<file path="src/dma_cfg.svh">
`ifndef DMA_CFG_SVH
`define DMA_CFG_SVH

// ---------------------------------------------------------------------
// Bus widths
// ---------------------------------------------------------------------
`define DMA_ADDR_W 16 // Word address, byte address has one more bit
`define DMA_DATA_W 16 // One memory word

// ---------------------------------------------------------------------
// Internal buffer
// ---------------------------------------------------------------------
`define DMA_FIFO_AW 3 // Pointer bits
// Capacity, also the longest accepted request
`define DMA_FIFO_WORDS (1 << `DMA_FIFO_AW)

`endif

</file>
<file path="src/dma_bus_pkg.sv">
`default_nettype none

`include "dma_cfg.svh"

// Types seen on the device and memory buses
package dma_bus_pkg;

	// Memory word address
	typedef logic [`DMA_ADDR_W-1:0] addr_t;

	// Byte start address from the device
	typedef logic [`DMA_ADDR_W:0] byte_addr_t;

	// Data word, same on both sides
	typedef logic [`DMA_DATA_W-1:0] word_t;

	// Requested word count
	typedef logic [`DMA_ADDR_W-1:0] count_t;

endpackage

`default_nettype wire

</file>
<file path="src/dma_ctrl_pkg.sv">
`default_nettype none

// Control encodings shared by capture, sequencer and memory port
package dma_ctrl_pkg;

	// Class of a latched request
	typedef enum logic [1:0] {
		REQ_READ,     // Memory to device
		REQ_WRITE,    // Device to memory
		REQ_EMPTY,    // Zero words
		REQ_TOO_LONG  // Does not fit the buffer
	} req_kind_t;

	// Transfer sequencer states
	typedef enum logic [2:0] {
		IDLE,
		START,     // Flush buffer, clear counter
		COLLECT,   // Device words into FIFO
		MEM_WRITE, // FIFO to memory
		MEM_READ,  // Memory into FIFO
		DELIVER,   // FIFO to device
		DONE,
		FAIL
	} seq_state_t;

	// Memory write strobe codes
	typedef enum logic [1:0] {
		WE_NONE = 2'b00,
		WE_WORD = 2'b11  // Both bytes
	} we_t;

endpackage

`default_nettype wire

</file>
<file path="src/dma_req_capture.sv">
`timescale 1ns/1ps
`default_nettype none

`include "dma_cfg.svh"

module dma_req_capture
	import dma_bus_pkg::*, dma_ctrl_pkg::*;
(
	input  wire        clk,
	input  wire        reset,
	input  logic       rqst,
	input  logic       rd_wr,
	input  count_t     num_words,
	input  byte_addr_t start_addr,
	input  logic       busy,
	output logic       req_strobe,
	output req_kind_t  req_kind,
	output count_t     word_count,
	output addr_t      base_addr
);

	logic      take; // Request accepted this cycle
	req_kind_t kind_in;

	assign take = rqst && !busy;

	// Classify on the raw inputs
	always_comb
	begin
		if (num_words == '0)
			kind_in = REQ_EMPTY;
		else if (num_words > count_t'(`DMA_FIFO_WORDS))
			kind_in = REQ_TOO_LONG; // No splitting
		else if (rd_wr)
			kind_in = REQ_READ;
		else
			kind_in = REQ_WRITE;
	end

	// Strobe and class
	always_ff @(posedge clk or posedge reset)
	begin
		if (reset)
		begin
			req_strobe <= 1'b0;
			req_kind   <= REQ_EMPTY;
		end
		else
		begin
			req_strobe <= take; // One cycle after rqst
			if (take)
				req_kind <= kind_in;
		end
	end

	// Count and word address, held for the whole transfer
	always_ff @(posedge clk)
	begin
		if (take)
		begin
			word_count <= num_words;
			base_addr  <= start_addr[`DMA_ADDR_W:1]; // Byte to word address
		end
	end

endmodule

`default_nettype wire

</file>
<file path="src/dma_fifo.sv">
`timescale 1ns/1ps
`default_nettype none

`include "dma_cfg.svh"

module dma_fifo
	import dma_bus_pkg::*;
(
	input  wire   clk,
	input  wire   reset,
	input  logic  push,
	input  logic  pop,
	input  logic  flush,
	input  word_t din,
	output word_t head,
	output logic  empty
);

	word_t                  mem [`DMA_FIFO_WORDS];
	logic [`DMA_FIFO_AW-1:0] wr_ptr;
	logic [`DMA_FIFO_AW-1:0] rd_ptr;
	logic [`DMA_FIFO_AW:0]   fill; // One extra bit for full
	logic                    full;
	logic                    do_push;
	logic                    do_pop;

	assign empty = (fill == '0);
	assign full  = (fill == (`DMA_FIFO_AW+1)'(`DMA_FIFO_WORDS));

	// A pop frees the slot for a push in the same cycle
	assign do_push = push && (!full || pop);
	assign do_pop  = pop && !empty;

	assign head = mem[rd_ptr]; // Valid one cycle after the push

	// ---------------------------------------------------------------------
	// Pointers and fill level
	// ---------------------------------------------------------------------
	always_ff @(posedge clk or posedge reset)
	begin
		if (reset)
		begin
			wr_ptr <= '0;
			rd_ptr <= '0;
			fill   <= '0;
		end
		else if (flush) // Overrides push and pop
		begin
			wr_ptr <= '0;
			rd_ptr <= '0;
			fill   <= '0;
		end
		else
		begin
			if (do_push)
				wr_ptr <= wr_ptr + 1'b1; // Wraps at capacity
			if (do_pop)
				rd_ptr <= rd_ptr + 1'b1;
			if (do_push && !do_pop)
				fill <= fill + 1'b1;
			else if (do_pop && !do_push)
				fill <= fill - 1'b1;
		end
	end

	// Storage
	always_ff @(posedge clk)
	begin
		if (do_push && !flush)
			mem[wr_ptr] <= din;
	end

endmodule

`default_nettype wire

</file>
<file path="src/dma_sequencer.sv">
`timescale 1ns/1ps
`default_nettype none

`include "dma_cfg.svh"

module dma_sequencer
	import dma_bus_pkg::*, dma_ctrl_pkg::*;
(
	input  wire       clk,
	input  wire       reset,
	input  logic      req_strobe,
	input  req_kind_t req_kind,
	input  count_t    word_count,
	input  logic      dev_ack,
	input  logic      mem_done,
	input  logic      dma_resp_err,
	input  logic      fifo_empty,
	output logic      busy,
	output logic      mem_run,
	output logic      mem_write,
	output logic      dev_push,
	output logic      dev_pop,
	output logic      flush,
	output logic      dma_ack,
	output logic      end_flag,
	output logic      error_flag
);

	seq_state_t            state;
	seq_state_t            next_state;
	logic [`DMA_FIFO_AW:0] dev_cnt;      // Words taken from the device
	logic [`DMA_FIFO_AW:0] dev_cnt_next;
	logic                  last_word;    // Final word of COLLECT

	// Count never exceeds the buffer, low bits are exact
	assign dev_cnt_next = dev_cnt + 1'b1;
	assign last_word    = (dev_cnt_next == word_count[`DMA_FIFO_AW:0]);

	// Strobe pending counts as busy too
	assign busy = (state != IDLE) || req_strobe;

	// ---------------------------------------------------------------------
	// State register and device counter
	// ---------------------------------------------------------------------
	always_ff @(posedge clk or posedge reset)
	begin
		if (reset)
		begin
			state   <= IDLE;
			dev_cnt <= '0;
		end
		else
		begin
			state <= next_state;
			if (state == START)
				dev_cnt <= '0;
			else if (state == COLLECT && dev_ack)
				dev_cnt <= dev_cnt_next;
		end
	end

	// Next state
	always_comb
	begin
		next_state = state;
		case (state)
			IDLE:
				if (req_strobe)
				begin
					case (req_kind)
						REQ_EMPTY:    next_state = DONE; // Nothing to move
						REQ_TOO_LONG: next_state = FAIL;
						default:      next_state = START;
					endcase
				end
			START:
				next_state = (req_kind == REQ_READ) ? MEM_READ : COLLECT;
			COLLECT:
				if (dev_ack && last_word)
					next_state = MEM_WRITE;
			MEM_WRITE:
				if (dma_resp_err)
					next_state = FAIL; // Error wins over done
				else if (mem_done)
					next_state = DONE;
			MEM_READ:
				if (dma_resp_err)
					next_state = FAIL;
				else if (mem_done)
					next_state = DELIVER; // Last word already pushed
			DELIVER:
				if (fifo_empty)
					next_state = DONE;
			DONE:
				next_state = IDLE;
			FAIL:
				next_state = IDLE;
			default:
				next_state = IDLE;
		endcase
	end

	// ---------------------------------------------------------------------
	// Outputs, decoded from state
	// ---------------------------------------------------------------------
	always_comb
	begin
		mem_run    = 1'b0;
		mem_write  = 1'b0;
		dev_push   = 1'b0;
		dev_pop    = 1'b0;
		flush      = 1'b0;
		dma_ack    = 1'b0;
		end_flag   = 1'b0;
		error_flag = 1'b0;
		case (state)
			START:
				flush = 1'b1; // Drop leftovers
			COLLECT:
			begin
				dev_push = dev_ack; // Take dev_in
				dma_ack  = dev_ack;
			end
			MEM_WRITE:
			begin
				mem_run   = 1'b1;
				mem_write = 1'b1;
			end
			MEM_READ:
				mem_run = 1'b1;
			DELIVER:
			begin
				dev_pop = dev_ack && !fifo_empty; // Head shown on dev_out
				dma_ack = dev_ack && !fifo_empty;
			end
			DONE:
				end_flag = 1'b1;
			FAIL:
			begin
				error_flag = 1'b1;
				flush      = 1'b1; // Also kills a late read response
			end
			default: ;
		endcase
	end

endmodule

`default_nettype wire

</file>
<file path="src/dma_mem_port.sv">
`timescale 1ns/1ps
`default_nettype none

`include "dma_cfg.svh"

module dma_mem_port
	import dma_bus_pkg::*, dma_ctrl_pkg::*;
(
	input  wire        clk,
	input  wire        reset,
	input  logic       mem_run,
	input  logic       mem_write,
	input  addr_t      base_addr,
	input  count_t     word_count,
	input  logic       dma_ready,
	input  logic       dma_resp,
	input  word_t      dma_in,
	output addr_t      dma_addr,
	output logic       dma_en,
	output logic [1:0] dma_we,
	output logic       mem_pop,
	output logic       rsp_push,
	output word_t      rsp_data,
	output logic       mem_done,
	output logic       dma_resp_err
);

	logic [`DMA_FIFO_AW:0] beat_cnt;   // Accepted beats so far
	logic [`DMA_FIFO_AW:0] beat_total;
	logic                  beats_left;
	logic                  accept;     // Beat taken by memory
	logic                  rsp_pend;   // Read data due this cycle

	assign beat_total = word_count[`DMA_FIFO_AW:0];
	assign beats_left = (beat_cnt != beat_total);

	// Bus drive
	assign dma_en = mem_run && beats_left;
	assign dma_we = (dma_en && mem_write) ? WE_WORD : WE_NONE;
	// Index only moves on accept, so address holds under stall
	assign dma_addr = base_addr + {{(`DMA_ADDR_W-`DMA_FIFO_AW-1){1'b0}}, beat_cnt};

	assign accept       = dma_en && dma_ready;
	assign dma_resp_err = dma_resp && dma_en; // Ignored outside beats

	// Write side pops on accept, head then moves to the next word
	assign mem_pop = accept && mem_write;

	// Read side pushes the response one cycle later
	assign rsp_push = rsp_pend;
	assign rsp_data = dma_in;

	// Write ends on final accept, read ends on final response
	always_comb
	begin
		if (mem_write)
			mem_done = accept && ((beat_cnt + 1'b1) == beat_total);
		else
			mem_done = rsp_pend && !beats_left;
	end

	// ---------------------------------------------------------------------
	// Beat counter and response flag
	// ---------------------------------------------------------------------
	always_ff @(posedge clk or posedge reset)
	begin
		if (reset)
		begin
			beat_cnt <= '0;
			rsp_pend <= 1'b0;
		end
		else
		begin
			if (!mem_run)
				beat_cnt <= '0; // Ready for the next phase
			else if (accept)
				beat_cnt <= beat_cnt + 1'b1;
			rsp_pend <= accept && !mem_write; // One deep
		end
	end

endmodule

`default_nettype wire

</file>
<file path="src/dma_controller.sv">
`timescale 1ns/1ps
`default_nettype none

`include "dma_cfg.svh"

module dma_controller
	import dma_bus_pkg::*, dma_ctrl_pkg::*;
(
	input  wire        clk,
	input  wire        reset,
	// Device side
	input  logic       rqst,
	input  logic       rd_wr,
	input  count_t     num_words,
	input  byte_addr_t start_addr,
	input  logic       dev_ack,
	input  word_t      dev_in,
	output logic       dma_ack,
	output word_t      dev_out,
	output logic       end_flag,
	output logic       error_flag,
	// Memory side
	input  word_t      dma_in,
	input  logic       dma_ready,
	input  logic       dma_resp,
	output addr_t      dma_addr,
	output word_t      dma_out,
	output logic       dma_en,
	output logic [1:0] dma_we
);

	// Capture to sequencer and memory port
	logic      req_strobe;
	req_kind_t req_kind;
	count_t    word_count;
	addr_t     base_addr;
	logic      busy;
	// Sequencer and memory port
	logic      mem_run;
	logic      mem_write;
	logic      mem_done;
	logic      dma_resp_err;
	// FIFO controls
	logic      dev_push;
	logic      dev_pop;
	logic      mem_pop;
	logic      rsp_push;
	logic      flush;
	logic      fifo_push;
	logic      fifo_pop;
	logic      fifo_empty;
	word_t     rsp_data;
	word_t     fifo_din;
	word_t     head;

	// Only one side pushes or pops in any state
	assign fifo_push = dev_push | rsp_push;
	assign fifo_pop  = dev_pop | mem_pop;
	assign fifo_din  = dev_push ? dev_in : rsp_data;

	// Head feeds both directions
	assign dev_out = head;
	assign dma_out = head;

	dma_req_capture i_capture (
		.clk        (clk),
		.reset      (reset),
		.rqst       (rqst),
		.rd_wr      (rd_wr),
		.num_words  (num_words),
		.start_addr (start_addr),
		.busy       (busy),
		.req_strobe (req_strobe),
		.req_kind   (req_kind),
		.word_count (word_count),
		.base_addr  (base_addr)
	);

	dma_sequencer i_sequencer (
		.clk          (clk),
		.reset        (reset),
		.req_strobe   (req_strobe),
		.req_kind     (req_kind),
		.word_count   (word_count),
		.dev_ack      (dev_ack),
		.mem_done     (mem_done),
		.dma_resp_err (dma_resp_err),
		.fifo_empty   (fifo_empty),
		.busy         (busy),
		.mem_run      (mem_run),
		.mem_write    (mem_write),
		.dev_push     (dev_push),
		.dev_pop      (dev_pop),
		.flush        (flush),
		.dma_ack      (dma_ack),
		.end_flag     (end_flag),
		.error_flag   (error_flag)
	);

	dma_fifo i_fifo (
		.clk   (clk),
		.reset (reset),
		.push  (fifo_push),
		.pop   (fifo_pop),
		.flush (flush),
		.din   (fifo_din),
		.head  (head),
		.empty (fifo_empty)
	);

	dma_mem_port i_mem_port (
		.clk          (clk),
		.reset        (reset),
		.mem_run      (mem_run),
		.mem_write    (mem_write),
		.base_addr    (base_addr),
		.word_count   (word_count),
		.dma_ready    (dma_ready),
		.dma_resp     (dma_resp),
		.dma_in       (dma_in),
		.dma_addr     (dma_addr),
		.dma_en       (dma_en),
		.dma_we       (dma_we),
		.mem_pop      (mem_pop),
		.rsp_push     (rsp_push),
		.rsp_data     (rsp_data),
		.mem_done     (mem_done),
		.dma_resp_err (dma_resp_err)
	);

endmodule

`default_nettype wire

</file>
<file path="config.mk">
export PLATFORM = sky130hd
export DESIGN_NAME = dma_controller
export DESIGN_NICKNAME = d
export VERILOG_FILES = /design/src/dma_bus_pkg.sv /design/src/dma_ctrl_pkg.sv /design/src/dma_req_capture.sv /design/src/dma_fifo.sv /design/src/dma_sequencer.sv /design/src/dma_mem_port.sv /design/src/dma_controller.sv
export VERILOG_INCLUDE_DIRS = /design/src
export SDC_FILE = /design/constraint.sdc
export NUM_CORES = 1
export LEC_CHECK = 0
export BUFFER_PORTS_ARGS = -buffer_cell sky130_fd_sc_hd__buf_2
export CELL_PAD_IN_SITES_DETAIL_PLACEMENT = 0
export CELL_PAD_IN_SITES_GLOBAL_PLACEMENT = 1
export CORE_UTILIZATION = 50
export CTS_CLUSTER_SIZE = 20
export DETAILED_ROUTE_END_ITERATION = 8
export PLACE_DENSITY_LB_ADDON = 0.2
export SKIP_CTS_REPAIR_TIMING = 1
export SYNTH_ARGS = -nofsm -noshare
export SYNTH_HDL_FRONTEND = slang
export SYNTH_HIERARCHICAL = 1
export SYNTH_SLANG_ARGS = --single-unit
export TNS_END_PERCENT = 5
</file>
<file path="constraint.sdc">
create_clock -name clk -period 6.2 [get_ports clk]
set_input_delay 0 -clock clk [delete_from_list [all_inputs] [get_ports clk]]
set_output_delay 0 -clock clk [all_outputs]
set_load 0.1 [all_outputs]
</file>
* Word level (Yosys, flattened, before mapping)
Memory sizes are Yosys's and may differ from the RTL's.
Index checks and enable logic that the tools add are counted.
** Word-level totals
- Flip-flop bits (word level) :: 45
- Bits in latches :: 0
- Bits in writable memories :: 128
- Bits in read-only memories :: 0
- Input port bits :: 72
- Output and inout bits :: 54
- Word-level logic and storage cells :: 118
- Memories :: 1
** Cells by class
- Add/subtract/negate cells :: 7
- Multiply operators :: 0
- Div/mod/pow operators :: 0
- Order comparisons :: 1
- Eq/ne operators :: 19
- Shifts and indexed selects :: 0
- Mux-type cells :: 37
- Bitwise logic cells :: 2
- Reductions and logical operators :: 40
** Memory list
- i_fifo.mem :: depth 8, bits a word 16, read ports 1, clocked after memory_dff 0, write ports 1, RTL line dma_fifo.sv:19 : word_t mem [`DMA_FIFO_WORDS];
** Operators with widths (count)
- $mux W3 :: 12
- $mux W4 :: 7
- $pmux W3 S7 :: 1
- $logic_and A1 B1 Y1 :: 17
- $add A16 B4 Y16 :: 1
- $gt A16 B4 Y1 const B :: 1
- $logic_not A16 Y1 :: 1
- $mux W16 :: 1
- $add A4 B1 Y4 const B :: 3
- $eq A3 B3 Y1 const B :: 4
- $mux W1 :: 11
- $eq A4 B4 Y1 :: 2
- $logic_not A1 Y1 :: 8
- $add A3 B1 Y3 const B :: 2
- $eq A3 B2 Y1 const B :: 2
- $mux W2 :: 3
- $ne A2 B2 Y1 const B :: 3
- $ne A3 B2 Y1 const B :: 2
- $pmux W3 S2 :: 1
- $reduce_bool A2 Y1 :: 3
- $reduce_bool A3 Y1 :: 2
- $reduce_or A2 Y1 :: 3
- $reduce_and A5 Y1 :: 1
- $eq A2 B2 Y1 const B :: 2
- 11 further kinds :: 13

* Logic depth before layout (Yosys ltp)
- Depth after elaboration :: 14
- Mapped depth :: 15
- Depth with buffers taken out :: 13

* Modules after synthesis
The synthesis kept the hierarchy.
** By module, submodules not included
- dma_fifo :: times used 1, cells an instance 267, area an instance 5581.6 sq um, sequential area each 4093.9 sq um
- dma_req_capture :: times used 1, cells an instance 47, area an instance 1124.8 sq um, sequential area each 1037.2 sq um
- dma_mem_port :: times used 1, cells an instance 108, area an instance 853.3 sq um, sequential area each 125.1 sq um
- dma_sequencer :: times used 1, cells an instance 80, area an instance 629.4 sq um, sequential area each 175.2 sq um
- dma_controller :: times used 1, cells an instance 36, area an instance 377.9 sq um, sequential area each 0.0 sq um

* Worst setup path before layout
Ideal clock, no wire load.
- Path type :: register -> register
- Start :: register i_sequencer.state[2]
- End :: memory i_fifo/mem[0][0] in the netlist's numbering, enable pin
- Library setup time :: 0.430 ns
- Data arrival time :: 4.561 ns
- Required time :: 5.770 ns
- Setup slack :: 1.209 ns
- Stages on the path, launching flop included :: 12
- Buffers on the path :: 2
- Period minus slack after synthesis :: 4.991 ns
- Cells stage by stage :: dfrtp_1 > buf_2 > nor3_1 > a21o_1 > clkbuf_1 > and2_1 > and3_1 > or2_2 > nand2b_1 > o21ai_2 > or2_4 > nor4_1
** On the way
- Elaborated cells on any way between the ends :: 24
- Classes of those cells :: eq/ne (6); mux (7); bitwise (2); reduce/logical (9)
** RTL lines
- start: declaration :: RTL line dma_sequencer.sv:29 : seq_state_t state;
- start signal: assignment :: RTL line dma_sequencer.sv:54 : state <= next_state;
- $eq A3 B2 Y1 :: RTL line dma_sequencer.sv:116 : case (state)
- $mux W1 :: RTL line dma_sequencer.sv:116
- net mem_write :: RTL line dma_controller.sv:40 : logic mem_write;
- $logic_and A1 B1 Y1 :: RTL line dma_mem_port.sv:47 : assign mem_pop = accept && mem_write;
- net mem_pop :: RTL line dma_controller.sv:46 : logic mem_pop;
- $or A1 B1 Y1 :: RTL line dma_controller.sv:58 : assign fifo_pop = dev_pop | mem_pop;
- net fifo_pop :: RTL line dma_controller.sv:50 : logic fifo_pop;
- $logic_or A1 B1 Y1 :: RTL line dma_fifo.sv:31 : assign do_push = push && (!full || pop);
- $logic_and A1 B1 Y1 :: RTL line dma_fifo.sv:31
- $logic_and A1 B1 Y1 :: RTL line dma_fifo.sv:69 : if (do_push && !flush)
- $mux W1 :: RTL line dma_fifo.sv:69
- $mux W1 (implied by the code) :: RTL line dma_fifo.sv:70 : mem[wr_ptr] <= din;
- end: declaration :: RTL line dma_fifo.sv:19
The timed path passes the listed nets, and every way through them passes these cells.

* Final worst setup path
- Start :: register i_sequencer.state[0]
- End :: memory i_fifo/mem[4][3] in the netlist's numbering, enable pin
The elaborated chain is that of the path after synthesis.

==> impl_metrics.ini <==
[outcome]
status = complete, but fails checks
violations = hold timing

[critical_path]
startpoint = i_sequencer/state[0]$_DFFE_PP0P_
critPathSlowestCell = nor3_2
slowest_delay_ns = 0.69
cp_num_buf_inv = 2
reg2regPathDepth = 11
endpoint_kind = flip-flop
cp.required_ns = 6.31
worstPathCellList = bufinv_8, nor3_1, a21o_1, and2_1, and3_1, or2_2, nand2b_1, o21ai_2, or2_4, nor3_2, buf_4
cp_top_family = simple AND/OR/NAND/NOR gates
r2r_start = i_sequencer/state[0]$_DFFE_PP0P_
crit_type = flip-flop to flip-flop
reg2reg_slack_ns = 2.12
worstPathMaxFanout = 15
reg2reg_to = i_fifo/mem[4][3]$_DFFE_PP_
worstSetupStartpointType = flip-flop
cp.arrival_ns = 4.19

[route]
routed_via_density = 5.389
via_count = 4850
routed_wl_mm = 16.02
drcViolationCount = 0
drtPass1Iterations = 4
antenna_left = 0
wl_per_cell_microns = 17.79
initialDrtViolationCount = 313

[worst_hold_path]
min_path_type = primary input to flip-flop
hold_end = i_capture/req_kind[1]$_DFFE_PP1P_
hold_start = num_words[7]
hold_depth = 4

[cts]
htreeDepth = 4
clock_path_buffers = 2
cts_root_buffer = clkbuf_16
clk_latency_ns = 0.43
cts_buffers = 17
cts_tree = yes
clk_pin_slew_ns = 0.06
clock_sinks = 173

[grt]
antenna_found_initial = 0
overflow = 0
grtUsageTotal = 0.1986
grt_max_degree = 35
grt_pass1_wl_mm = 24.61
grt_pass1_vias = 4703

[die]
die_w_microns = 130.1
fp.coreArea_sq_um = 15940
die-area_sq_um = 16930
fp.dieH_microns = 130.1
rows = 46
start_util = 0.5148
io_pins = 126

[layout]
fillers = 1201
num_antenna_cells = 0
multi_input_comb_area_sq_um = 2708
syn2layout_area_growth_pct = 20.93
final_net_count = 755
postLayoutCoreUtil = 0.6225
seq_area_sq_um = 5072
fin_area_sq_um = 9925
layout-drive-gt1-share = 0.3509

[sta]
timing.hold.ws_ns = -0.02093
finClkSkew_ns = 0.01430
tightestPinTransition_ns = 1.179
hold_viol = 20
drv_slew = 0
slew_headroom = 0.2134
grt_setup_unrepaired = no
timing.final.crit_share = 0.6575
period_needed_ns = 4.076
fmax_mhz = 245.3
finalSetupViolCount = 0
setup-tns-final_ns = 0

[power]
ir_worst_vdd_uv = 243.6
total_leakage_power_uw = 0.003687
power_uw = 4610
p_per_area_nw_per_um2 = 464.5

[yosys]
syn_area_sq_um = 8207
synthCells = 526
syn_nets = 610
ys_warn_count = 6
postSynthAreaPerCell_sq_um = 15.60

[placed_design]
port_buffers = 124
dp_hpwl_mm = 9.967
gp_congestion = 0.8884
placed_area_sq_um = 8797

[flow_run]
max_cap_violations = 0
## area by class of cell
class | count | share of cell area
Clock buffer | 18 | 0.04324
Clock inverter | 14 | 0.02294
Inverter | 16 | 0.007438
Multi-Input combinational cell | 285 | 0.2728
Sequential cell | 173 | 0.5111
Tap cell | 216 | 0.02723
Timing Repair Buffer | 178 | 0.1152
## worst reg2reg max path, stage by stage (launching register included)
cell and delay (ns):
dfrtp_1 0.63, bufinv_8 0.29, nor3_1 0.37, a21o_1 0.29
and2_1 0.21, and3_1 0.15, or2_2 0.20, nand2b_1 0.19
o21ai_2 0.09, or2_4 0.28, nor3_2 0.69, buf_4 0.37
## registers in the layout (all words and copies together), names as in the netlist
| register | count |
|---|---|
| i_sequencer/dev_cnt | 4 |
| i_capture/base_addr | 16 |
| i_fifo/fill | 4 |
| i_fifo/wr_ptr | 3 |
| i_sequencer/state | 3 |
| i_fifo/mem | 128 |
| i_capture/word_count | 4 |
| i_mem_port/beat_cnt | 4 |
| i_capture/req_strobe | 1 |
| i_fifo/rd_ptr | 3 |
| i_capture/req_kind | 2 |
| i_mem_port/rsp_push | 1 |
## per-layer routing
metal,GRT usage,part of all wire
met1,0.2538,0.44
met2,0.3392,0.52
met3,0.04100,0.033
met4,0.06566,0.010
met5,0,0
## report_power, final
part           internal [uW]  switching [uW]  leakage (uW)  total [uW]
sequential              1460             145       0.00166        1610
combinational            491            1340       0.00172        1830
clock                    724             450      0.000310        1170
total                   2680            1930       0.00369        4610
## cells in the final DEF, fill, tap and decap left out, types with 4 or more instances in the layout
cell,instances
a21oi_1,13
and3_1,4
buf_2,124
buf_4,7
bufinv_16,5
clkbuf_16,17
dfrtp_1,23
dlygate4sd3_1,47
edfxtp_1,148
ha_1,10
inv_1,14
inv_6,4
mux2_2,23
mux2_4,9
mux4_1,13
mux4_2,19
nand2_1,16
nand2b_1,5
nand3_1,12
nand4_1,5
nor2_1,26
nor2_2,4
nor2b_1,4
nor3_1,6
nor4_1,4
o211ai_1,6
o21ai_0,11
xnor2_1,19
xor2_1,14
## stage by stage
stage | cells | setup slack (ns)
2_1_floorplan | 526 | 1.209
4_1_cts | 853 | 2.082
3_3_place_gp | 821 | 2.204
5_1_grt | 900 | 1.776
6_report | 900 | 2.124
3_5_place_dp | 821 | 2.091
## worst max-delay path by stage
stage                                 endpoint  slack [ns]  cells past startpoint
detailed placement  i_fifo/mem[4][4]$_DFFE_PP_        2.09                     11
CTS                 i_fifo/mem[4][3]$_DFFE_PP_        2.08                     11
global route        i_fifo/mem[4][3]$_DFFE_PP_        1.78                     11
global placement    i_fifo/mem[4][1]$_DFFE_PP_        2.20                     11
finish              i_fifo/mem[4][3]$_DFFE_PP_        2.12                     11
floorplan           i_fifo/mem[0][0]$_DFFE_PP_        1.21                     11
Power figures use the tool's default switching activity.
